===== config.mk =====
export PLATFORM = sky130hd
export DESIGN_NAME = i2c_master_top
export DESIGN_NICKNAME = d
export VERILOG_FILES = /design/src/hdl/i2c_pkg.sv /design/src/hdl/i2c_bit_fsm.sv /design/src/hdl/i2c_master_top.sv /design/src/hdl/i2c_prescale_timer.sv /design/src/hdl/i2c_shift_reg.sv /design/src/hdl/i2c_wb_regs.sv
export SDC_FILE = /design/constraint.sdc
export NUM_CORES = 1
export LEC_CHECK = 0
export ABC_AREA = 1
export BUFFER_PORTS_ARGS = -buffer_cell sky130_fd_sc_hd__buf_2
export CAP_MARGIN = 20
export CORE_MARGIN = 2
export CORE_UTILIZATION = 37
export DETAILED_ROUTE_END_ITERATION = 6
export PLACE_DENSITY_LB_ADDON = 0.08
export SLEW_MARGIN = 0
export SYNTH_ARGS = -nofsm -noshare
export SYNTH_HDL_FRONTEND = slang
export SYNTH_SLANG_ARGS = --single-unit

===== constraint.sdc =====
create_clock -name wb_clk_i -period 5.07 [get_ports wb_clk_i]
set_clock_uncertainty 0.05 [all_clocks]
set_input_delay 1.014 -clock wb_clk_i [delete_from_list [all_inputs] [get_ports wb_clk_i]]
set_output_delay 1.014 -clock wb_clk_i [all_outputs]
set_load 0.02 [all_outputs]

===== src/hdl/i2c_pkg.sv =====
// I2C master shared definitions
package i2c_pkg;

  // Prescale counter width
  localparam int PRER_W = 16;

  // Register map
  localparam logic [2:0] ADR_PRER_LO = 3'd0;
  localparam logic [2:0] ADR_PRER_HI = 3'd1;
  localparam logic [2:0] ADR_CTR     = 3'd2;
  localparam logic [2:0] ADR_TXRX    = 3'd3;
  localparam logic [2:0] ADR_CRSR    = 3'd4;

  // Command register layout, STA down to ACK sit in [7:3]
  localparam int CMD_LSB     = 3;
  localparam int CR_IACK_BIT = 0;

  // Only EN and IEN are writable
  localparam logic [7:0] CTR_MASK = 8'hC0;

  typedef struct packed {
    logic       cyc;
    logic       stb;
    logic       we;
    logic [2:0] adr;
    logic [7:0] dat;
  } wb_req_t;

  typedef struct packed {
    logic       en;
    logic       ien;
    logic [5:0] rsvd;
  } ctr_t;

  typedef struct packed {
    logic sta;
    logic sto;
    logic rd;
    logic wr;
    logic ack;
  } cmd_t;

  typedef struct packed {
    logic       rx_ack;
    logic       busy;
    logic [3:0] rsvd;
    logic       tip;
    logic       irq_flag;
  } status_t;

  // Transmit byte, plain data or slave address plus R/W
  typedef union packed {
    logic [7:0] data;
    struct packed {
      logic [6:0] addr;
      logic       rw;
    } addr_rw;
  } i2c_byte_u;

endpackage


===== src/hdl/i2c_bit_fsm.sv =====
// I2C bus phase sequencer
`timescale 1ns/1ps

module i2c_bit_fsm (
  input  logic          wb_clk_i,
  input  logic          arst_i,
  input  logic          cmd_valid_i,
  input  i2c_pkg::cmd_t cmd_i,
  input  logic          en_i,
  input  logic          tick_i,
  input  logic          last_bit_i,
  input  logic          tx_bit_i,
  input  logic          sda_pad_i,
  output logic          tick_en_o,
  output logic          shift_o,
  output logic          scl_drive_o,
  output logic          sda_drive_o,
  output logic          xfer_done_o,
  output logic          rx_ack_o,
  output logic          busy_o
);
  import i2c_pkg::*;

  typedef enum logic [2:0] {
    ST_IDLE,
    ST_START,
    ST_DATA,
    ST_ACK,
    ST_STOP
  } state_t;

  state_t     state_q;
  logic [1:0] qcnt_q;
  cmd_t       cmd_q;

  assign tick_en_o = (state_q != ST_IDLE);
  // Data is sampled and shifted in the second high-SCL quarter
  assign shift_o   = tick_i && en_i && (state_q == ST_DATA) && (qcnt_q == 2'd2);

  always_ff @(posedge wb_clk_i) begin
    if (cmd_valid_i) begin
      cmd_q <= cmd_i;
    end
  end

  always_ff @(posedge wb_clk_i or posedge arst_i) begin
    if (arst_i) begin
      state_q     <= ST_IDLE;
      qcnt_q      <= 2'd0;
      scl_drive_o <= 1'b0;
      sda_drive_o <= 1'b0;
      xfer_done_o <= 1'b0;
      rx_ack_o    <= 1'b0;
      busy_o      <= 1'b0;
    end else begin
      xfer_done_o <= 1'b0;
      if (!en_i) begin
        state_q     <= ST_IDLE;
        qcnt_q      <= 2'd0;
        scl_drive_o <= 1'b0;
        sda_drive_o <= 1'b0;
        busy_o      <= 1'b0;
      end else if (state_q == ST_IDLE) begin
        qcnt_q <= 2'd0;
        if (cmd_valid_i) begin
          if (cmd_i.sta) begin
            state_q <= ST_START;
          end else if (cmd_i.rd || cmd_i.wr) begin
            state_q <= ST_DATA;
          end else if (cmd_i.sto) begin
            state_q <= ST_STOP;
          end
        end
      end else if (tick_i) begin
        qcnt_q <= qcnt_q + 2'd1;
        case (state_q)
          // SCL is left as it was in the first quarter, for a repeated start
          ST_START: begin
            if (qcnt_q == 2'd0) sda_drive_o <= 1'b0;
            if (qcnt_q == 2'd1) scl_drive_o <= 1'b0;
            if (qcnt_q == 2'd2) begin
              sda_drive_o <= 1'b1;
              busy_o      <= 1'b1;
            end
            if (qcnt_q == 2'd3) begin
              scl_drive_o <= 1'b1;
              state_q     <= ST_DATA;
            end
          end
          ST_DATA: begin
            if (qcnt_q == 2'd0) begin
              scl_drive_o <= 1'b1;
              sda_drive_o <= !cmd_q.rd && !tx_bit_i;
            end
            if (qcnt_q == 2'd1) scl_drive_o <= 1'b0;
            if (qcnt_q == 2'd3) begin
              scl_drive_o <= 1'b1;
              if (last_bit_i) state_q <= ST_ACK;
            end
          end
          ST_ACK: begin
            if (qcnt_q == 2'd0) begin
              scl_drive_o <= 1'b1;
              // Master acknowledge only on reads
              sda_drive_o <= cmd_q.rd && !cmd_q.ack;
            end
            if (qcnt_q == 2'd1) scl_drive_o <= 1'b0;
            if (qcnt_q == 2'd2) rx_ack_o <= sda_pad_i;
            if (qcnt_q == 2'd3) begin
              scl_drive_o <= 1'b1;
              if (cmd_q.sto) begin
                state_q <= ST_STOP;
              end else begin
                state_q     <= ST_IDLE;
                xfer_done_o <= 1'b1;
              end
            end
          end
          ST_STOP: begin
            if (qcnt_q == 2'd0) begin
              scl_drive_o <= 1'b1;
              sda_drive_o <= 1'b1;
            end
            if (qcnt_q == 2'd1) scl_drive_o <= 1'b0;
            if (qcnt_q == 2'd2) sda_drive_o <= 1'b0;
            if (qcnt_q == 2'd3) begin
              state_q     <= ST_IDLE;
              busy_o      <= 1'b0;
              xfer_done_o <= 1'b1;
            end
          end
          default: state_q <= ST_IDLE;
        endcase
      end
    end
  end

  // SDA moves only under a low SCL outside start and stop
  a_sda_scl_low: assert property (@(posedge wb_clk_i) disable iff (arst_i)
    ($changed(sda_drive_o) && en_i && !(state_q inside {ST_START, ST_STOP}))
      |-> (scl_drive_o && $past(scl_drive_o)));

endmodule


===== src/hdl/i2c_master_top.sv =====
// Wishbone I2C master
`timescale 1ns/1ps

module i2c_master_top #(
  parameter logic [i2c_pkg::PRER_W-1:0] PRER_RESET = '1
) (
  input  logic             wb_clk_i,
  input  logic             arst_i,
  input  i2c_pkg::wb_req_t wb_req_i,
  output logic [7:0]       wb_dat_o,
  output logic             wb_ack_o,
  output logic             wb_inta_o,
  input  logic             sda_pad_i,
  output logic             scl_drive_o,
  output logic             sda_drive_o
);
  import i2c_pkg::*;

  cmd_t              cmd;
  i2c_byte_u         tx_byte;
  logic [PRER_W-1:0] prer;
  logic [7:0]        rx_byte;
  logic              cmd_valid;
  logic              en;
  logic              tick;
  logic              tick_en;
  logic              shift;
  logic              tx_bit;
  logic              last_bit;
  logic              xfer_done;
  logic              rx_ack;
  logic              busy;

  i2c_wb_regs #(
    .PRER_RESET (PRER_RESET)
  ) i2c_wb_regs_inst (
    .wb_clk_i    (wb_clk_i),
    .arst_i      (arst_i),
    .wb_req_i    (wb_req_i),
    .wb_dat_o    (wb_dat_o),
    .wb_ack_o    (wb_ack_o),
    .wb_inta_o   (wb_inta_o),
    .cmd_valid_o (cmd_valid),
    .cmd_o       (cmd),
    .prer_o      (prer),
    .tx_byte_o   (tx_byte),
    .rx_byte_i   (rx_byte),
    .xfer_done_i (xfer_done),
    .rx_ack_i    (rx_ack),
    .busy_i      (busy),
    .en_o        (en)
  );

  i2c_prescale_timer i2c_prescale_timer_inst (
    .wb_clk_i  (wb_clk_i),
    .arst_i    (arst_i),
    .tick_en_i (tick_en),
    .prer_i    (prer),
    .tick_o    (tick)
  );

  i2c_bit_fsm i2c_bit_fsm_inst (
    .wb_clk_i    (wb_clk_i),
    .arst_i      (arst_i),
    .cmd_valid_i (cmd_valid),
    .cmd_i       (cmd),
    .en_i        (en),
    .tick_i      (tick),
    .last_bit_i  (last_bit),
    .tx_bit_i    (tx_bit),
    .sda_pad_i   (sda_pad_i),
    .tick_en_o   (tick_en),
    .shift_o     (shift),
    .scl_drive_o (scl_drive_o),
    .sda_drive_o (sda_drive_o),
    .xfer_done_o (xfer_done),
    .rx_ack_o    (rx_ack),
    .busy_o      (busy)
  );

  i2c_shift_reg i2c_shift_reg_inst (
    .wb_clk_i    (wb_clk_i),
    .arst_i      (arst_i),
    .load_i      (cmd_valid),
    .load_byte_i (tx_byte),
    .shift_i     (shift),
    .sda_in_i    (sda_pad_i),
    .tx_bit_o    (tx_bit),
    .rx_byte_o   (rx_byte),
    .last_bit_o  (last_bit)
  );

endmodule


===== src/hdl/i2c_prescale_timer.sv =====
// Quarter-bit tick generator
`timescale 1ns/1ps

module i2c_prescale_timer (
  input  logic                       wb_clk_i,
  input  logic                       arst_i,
  input  logic                       tick_en_i,
  input  logic [i2c_pkg::PRER_W-1:0] prer_i,
  output logic                       tick_o
);
  import i2c_pkg::*;

  logic [PRER_W-1:0] cnt_q;

  // One tick every PRER+1 clocks
  assign tick_o = tick_en_i && (cnt_q == '0);

  always_ff @(posedge wb_clk_i or posedge arst_i) begin
    if (arst_i) begin
      cnt_q <= '0;
    end else if (!tick_en_i || cnt_q == '0) begin
      cnt_q <= prer_i;
    end else begin
      cnt_q <= cnt_q - 1'b1;
    end
  end

  a_no_idle_tick: assert property (@(posedge wb_clk_i) disable iff (arst_i)
    !tick_en_i |-> !tick_o);

endmodule


===== src/hdl/i2c_shift_reg.sv =====
// Transmit and receive byte shifter
`timescale 1ns/1ps

module i2c_shift_reg (
  input  logic               wb_clk_i,
  input  logic               arst_i,
  input  logic               load_i,
  input  i2c_pkg::i2c_byte_u load_byte_i,
  input  logic               shift_i,
  input  logic               sda_in_i,
  output logic               tx_bit_o,
  output logic [7:0]         rx_byte_o,
  output logic               last_bit_o
);

  logic [7:0] data_q;
  logic [2:0] cnt_q;

  // MSB first out, sampled bit in at the bottom
  assign tx_bit_o  = data_q[7];
  assign rx_byte_o = data_q;

  always_ff @(posedge wb_clk_i) begin
    if (load_i) begin
      data_q <= load_byte_i.data;
    end else if (shift_i) begin
      data_q <= {data_q[6:0], sda_in_i};
    end
  end

  always_ff @(posedge wb_clk_i or posedge arst_i) begin
    if (arst_i) begin
      cnt_q      <= 3'd0;
      last_bit_o <= 1'b0;
    end else if (load_i) begin
      cnt_q      <= 3'd0;
      last_bit_o <= 1'b0;
    end else if (shift_i) begin
      cnt_q <= cnt_q + 3'd1;
      // Eighth shift
      if (cnt_q == 3'd7) begin
        last_bit_o <= 1'b1;
      end
    end
  end

endmodule


===== src/hdl/i2c_wb_regs.sv =====
// Wishbone register file
`timescale 1ns/1ps

module i2c_wb_regs #(
  parameter logic [i2c_pkg::PRER_W-1:0] PRER_RESET = '1
) (
  input  logic                       wb_clk_i,
  input  logic                       arst_i,
  input  i2c_pkg::wb_req_t           wb_req_i,
  output logic [7:0]                 wb_dat_o,
  output logic                       wb_ack_o,
  output logic                       wb_inta_o,
  output logic                       cmd_valid_o,
  output i2c_pkg::cmd_t              cmd_o,
  output logic [i2c_pkg::PRER_W-1:0] prer_o,
  output i2c_pkg::i2c_byte_u         tx_byte_o,
  input  logic [7:0]                 rx_byte_i,
  input  logic                       xfer_done_i,
  input  logic                       rx_ack_i,
  input  logic                       busy_i,
  output logic                       en_o
);
  import i2c_pkg::*;

  ctr_t       ctr_q;
  status_t    status;
  cmd_t       cmd_w;
  logic       tip_q;
  logic       irq_flag_q;
  logic       rx_ack_q;
  logic       req_seen;
  logic       wr_acc;
  logic       cmd_wr;
  logic       cmd_start;
  logic       iack;
  logic [7:0] rd_data;

  assign req_seen = wb_req_i.cyc & wb_req_i.stb;
  // Writes take effect in the ack cycle
  assign wr_acc   = req_seen & wb_req_i.we & wb_ack_o;
  assign cmd_wr   = wr_acc & (wb_req_i.adr == ADR_CRSR);
  assign cmd_w    = cmd_t'(wb_req_i.dat[7:CMD_LSB]);
  assign iack     = cmd_wr & wb_req_i.dat[CR_IACK_BIT];

  // Commands during a transfer are dropped
  assign cmd_start = cmd_wr & ctr_q.en & ~tip_q &
                     (cmd_w.sta | cmd_w.sto | cmd_w.rd | cmd_w.wr);

  assign en_o = ctr_q.en;

  assign status = '{rx_ack: rx_ack_q, busy: busy_i, rsvd: 4'b0000,
                    tip: tip_q, irq_flag: irq_flag_q};

  always_comb begin
    case (wb_req_i.adr)
      ADR_PRER_LO: rd_data = prer_o[7:0];
      ADR_PRER_HI: rd_data = prer_o[PRER_W-1:8];
      ADR_CTR:     rd_data = ctr_q;
      ADR_TXRX:    rd_data = rx_byte_i;
      ADR_CRSR:    rd_data = status;
      default:     rd_data = 8'h00;
    endcase
  end

  // Single ack per held request
  always_ff @(posedge wb_clk_i or posedge arst_i) begin
    if (arst_i) begin
      wb_ack_o <= 1'b0;
    end else begin
      wb_ack_o <= req_seen & ~wb_ack_o;
    end
  end

  always_ff @(posedge wb_clk_i) begin
    wb_dat_o <= rd_data;
    cmd_o    <= cmd_w;
  end

  always_ff @(posedge wb_clk_i or posedge arst_i) begin
    if (arst_i) begin
      prer_o      <= PRER_RESET;
      ctr_q       <= '0;
      tx_byte_o   <= '0;
      cmd_valid_o <= 1'b0;
      tip_q       <= 1'b0;
      irq_flag_q  <= 1'b0;
      rx_ack_q    <= 1'b0;
      wb_inta_o   <= 1'b0;
    end else begin
      cmd_valid_o <= cmd_start;

      if (wr_acc) begin
        case (wb_req_i.adr)
          ADR_PRER_LO: if (!ctr_q.en) prer_o[7:0] <= wb_req_i.dat;
          ADR_PRER_HI: if (!ctr_q.en) prer_o[PRER_W-1:8] <= wb_req_i.dat;
          ADR_CTR:     ctr_q <= ctr_t'(wb_req_i.dat & CTR_MASK);
          ADR_TXRX:    tx_byte_o.data <= wb_req_i.dat;
          default:     ;
        endcase
      end

      if (cmd_valid_o) begin
        tip_q <= 1'b1;
      end else if (xfer_done_i || !ctr_q.en) begin
        tip_q <= 1'b0;
      end

      // A completing transfer wins over IACK
      if (xfer_done_i) begin
        irq_flag_q <= 1'b1;
        rx_ack_q   <= rx_ack_i;
      end else if (iack) begin
        irq_flag_q <= 1'b0;
      end

      wb_inta_o <= ctr_q.ien & irq_flag_q;
    end
  end

  a_ack_one_cycle: assert property (@(posedge wb_clk_i) disable iff (arst_i)
    wb_ack_o |=> !wb_ack_o);

  a_no_cmd_in_tip: assert property (@(posedge wb_clk_i) disable iff (arst_i)
    cmd_valid_o |-> !tip_q);

endmodule


==> results_dict.tcl <==
set metrics [dict create \
    drt_wl_total_um 9640 \
    crit_path_max_incr_delay_ns 0.68 \
    hold_viol_final 0 \
    nNetsFinal 552 \
    cp-start-kind "register" \
    crit_path_frequent_cell "nand2_1" \
    viasPerCell 4.80 \
    crit_type "reg -> reg" \
    grt-ovfl-total 0 \
    grt_pass1_wl_um 15800 \
    power_w 0.00166 \
    rows 38 \
    drt_iter0_drc 122 \
    first_pass_iters 4 \
    cp-startpoint "i2c_wb_regs_inst.en_o" \
    min_period_ns 2.12 \
    die_area_sq_mm 0.0121 \
    holdWs_ns 0.365 \
    cp.required_ns 5.05 \
    slowest_stage "dfrtp_1" \
    endpoint "i2c_shift_reg_inst.rx_byte_o[0]" \
    drcViolationCount 0 \
    finalSetupTns_ns 0 \
    ys_seq_area_share_pct 51.9 \
    setup_viol_count_final 0 \
    routedWlPerCell_um 14.3 \
    cts_tree "yes" \
    dr_total_vias 3225 \
    dpl.hpwl_um 7280 \
    avgSynthCellArea_sq_um 8.38 \
    post_cts_resized 0 \
    grt_pass1_vias 2997 \
    r2r_start "i2c_wb_regs_inst.en_o" \
    cts_sinks 86 \
    grt_usage_pct 17.6 \
    synth.ff_latch_count 86 \
    finalMaxSlewViolations 0 \
    status "complete, no violations" \
    critPathCaptureType "register" \
    clockBufferDepth 2 \
    die_w_um 110 \
    rr_worst_depth 6 \
    ys.flop_type "dfrtp_1" \
    synth.net_count 522 \
    postSynthCellCount 497 \
    gp_congestion 0.813 \
    dp_slack_ns 2.67 \
    rsz0062_at_grt "no" \
    path_cells "inv_2, nor2_4, nand2_1, nor2_1, nand2_2, nand2_1" \
    worst-path-buf-inv 1 \
    grt_max_degree 47 \
    cp_top_family "simple AND/OR/NAND/NOR gates" \
    fin_ws_ns 2.95 \
    clk_pin_slew_ns 0.08 \
    start_util_pct 38.2 \
    ys_warn_count 0 \
    cts_root_buffer "clkbuf_8" \
    p_leak_nw 2.24 \
    vdd_ir_drop_max_uv 171 \
    syn-cell-area_sq_mm 0.00416 \
    relSlewSlack_pct 57.0 \
    worstPathMaxFanout 15 \
    core-area_sq_mm 0.0109 \
    synth-async-reset-ratio_pct 72.1 \
    post_cts_buffers 0 \
    worst_pin_slew_ns 0.641 \
    antenna_found_initial 0 \
    fmax_ghz 0.473 \
    die_h_um 110 \
    reg2reg_slack_ns 2.95 \
    n_fill_cell 1092 \
    cts_made_buffers 9 \
    antenna_left 0 \
    synth_edf_count 11 \
    io_buffer_count 28 \
    reg2reg_to "i2c_shift_reg_inst.rx_byte_o[0]" \
    antenna-diode-count 0 \
    ctsHoldBuffers 0 \
    drv_cap 0 \
    clk_latency_ns 0.37 \
    powerDensity_mw_per_mm2 359 \
    worstPathArrival_ns 2.10 \
    syn_to_final_growth_pct 11.1 \
    final_layout_size_suffix_gt1_share_pct 16.5 \
    htree_levels 3 \
    num_io_pins 29 \
    crit_cells 6 \
    hold_path.class "reg -> reg" \
    synth_cell_types 38 \
    min_period_over_period_pct 41.7 \
]
==> routing by layer <==
| layer | vias to the layer above | global-route usage (%) | wire (um) |
|---|---|---|---|
| li1 | 1664 | - | - |
| met3 | 13 | 3.35 | 465 |
| met4 | 0 | 8.50 | 214 |
| met5 | - | 0 | 0 |
| met1 | 1481 | 25.7 | 4860 |
| met2 | 67 | 25.0 | 4100 |
==> power breakdown <==
group | total [W] | switching [W] | internal, W
clock network | 0.000531 | 0.000254 | 0.000277
registers | 0.000786 | 0.0000402 | 0.000746
logic | 0.000345 | 0.000220 | 0.000125
total | 0.00166 | 0.000515 | 0.00115
==> area by class of cell <==
class | count | area, sq um | area share [%]
clock buffer | 10 | 128 | 2.76
clock inverter | 6 | 85.1 | 1.84
inverter | 53 | 199 | 4.30
multi-input combinational | 348 | 1730 | 37.4
sequential | 86 | 2160 | 46.7
tap | 140 | 175 | 3.79
timing repair buffer | 29 | 148 | 3.19
==> flip-flops by register name, indices dropped and copies added, names as in the netlist, 3 cells and up <==
signal                         cells
i2c_prescale_timer_inst.cnt_q     16
i2c_wb_regs_inst.prer_o           16
i2c_shift_reg_inst.rx_byte_o       8
i2c_wb_regs_inst.tx_byte_o         8
i2c_wb_regs_inst.wb_dat_o          8
i2c_wb_regs_inst.cmd_o             5
i2c_bit_fsm_inst.cmd_q             3
i2c_bit_fsm_inst.state_q           3
i2c_shift_reg_inst.cnt_q           3
==> how the worst min path moves through the flow <==
stage / startpoint / to / slack [ns] / cells after the start
global placement: i2c_wb_regs_inst.cmd_o[0] / i2c_bit_fsm_inst.cmd_q[0] / 0.35 / 0
detailed placement: i2c_wb_regs_inst.cmd_o[0] / i2c_bit_fsm_inst.cmd_q[0] / 0.35 / 0
CTS: i2c_wb_regs_inst.cmd_o[0] / i2c_bit_fsm_inst.cmd_q[0] / 0.37 / 0
global route: i2c_wb_regs_inst.cmd_o[0] / i2c_bit_fsm_inst.cmd_q[0] / 0.37 / 0
finish: i2c_wb_regs_inst.cmd_o[0] / i2c_bit_fsm_inst.cmd_q[0] / 0.37 / 0
floorplan: i2c_wb_regs_inst.cmd_o[0] / i2c_bit_fsm_inst.cmd_q[0] / 0.34 / 0
==> worst register-to-register path, delay by kind of cell, from the launching register on <==
family	cells	cell delay, ns
flops	1	0.68
buf+inv	1	0.22
simple gates	5	0.83
==> through the flow <==
step | cell area (sq um) | cells | util (%)
detailed placement | 4410 | 656 | 40.5
floorplan | 4160 | 497 | -
global route | 4630 | 672 | 42.5
global placement | 4410 | 656 | 40.5
CTS | 4630 | 672 | 42.5
finish | 4630 | 672 | 42.5
==> placed cells by master, fill, tap and decap left out, drive strengths merged <==
master / n
dfxtp: 13
xnor2: 5
dfstp: 16
dfrtp: 46
bufinv: 2
nand2: 161
or2: 1
o21bai: 1
o22ai: 4
nor2: 48
clkinv: 3
buf: 29
nand3b: 1
xor2: 9
o21a: 1
clkbuf: 10
o211ai: 4
inv: 53
nand3: 26
a21oi: 8
mux2: 1
clkinvlp: 1
ha: 8
nor3: 6
o21ai: 52
edfxtp: 11
nand4: 9
o31ai: 1
nor4: 2
==> kinds of logic after synthesis <==
group	share of synthesized area [%]
buffers and inverters	6.52
muxes	0.270
xor gates and xnor gates	2.95
and+or+nand+nor	26.7
adders and majority gates	2.40
DFF	51.9
AOI/OAI and AO/OA	9.26
==> synth_stat cells (6+ instances only) <==
library cell | n | share of area, %
ha_1 | 8 | 2.4
inv_2 | 6 | 0.54
o21ai_0 | 49 | 5.9
a21oi_1 | 6 | 0.72
dfstp_2 | 16 | 10
dfrtp_1 | 46 | 28
inv_1 | 46 | 4.1
nand2_1 | 155 | 14
nand3_1 | 26 | 3.1
dfxtp_1 | 13 | 6.3
nand4_1 | 8 | 1.2
nor2_1 | 39 | 3.5
xor2_1 | 9 | 1.9
edfxtp_1 | 11 | 7.9
No activity file was read; power rests on OpenSTA's default activity.
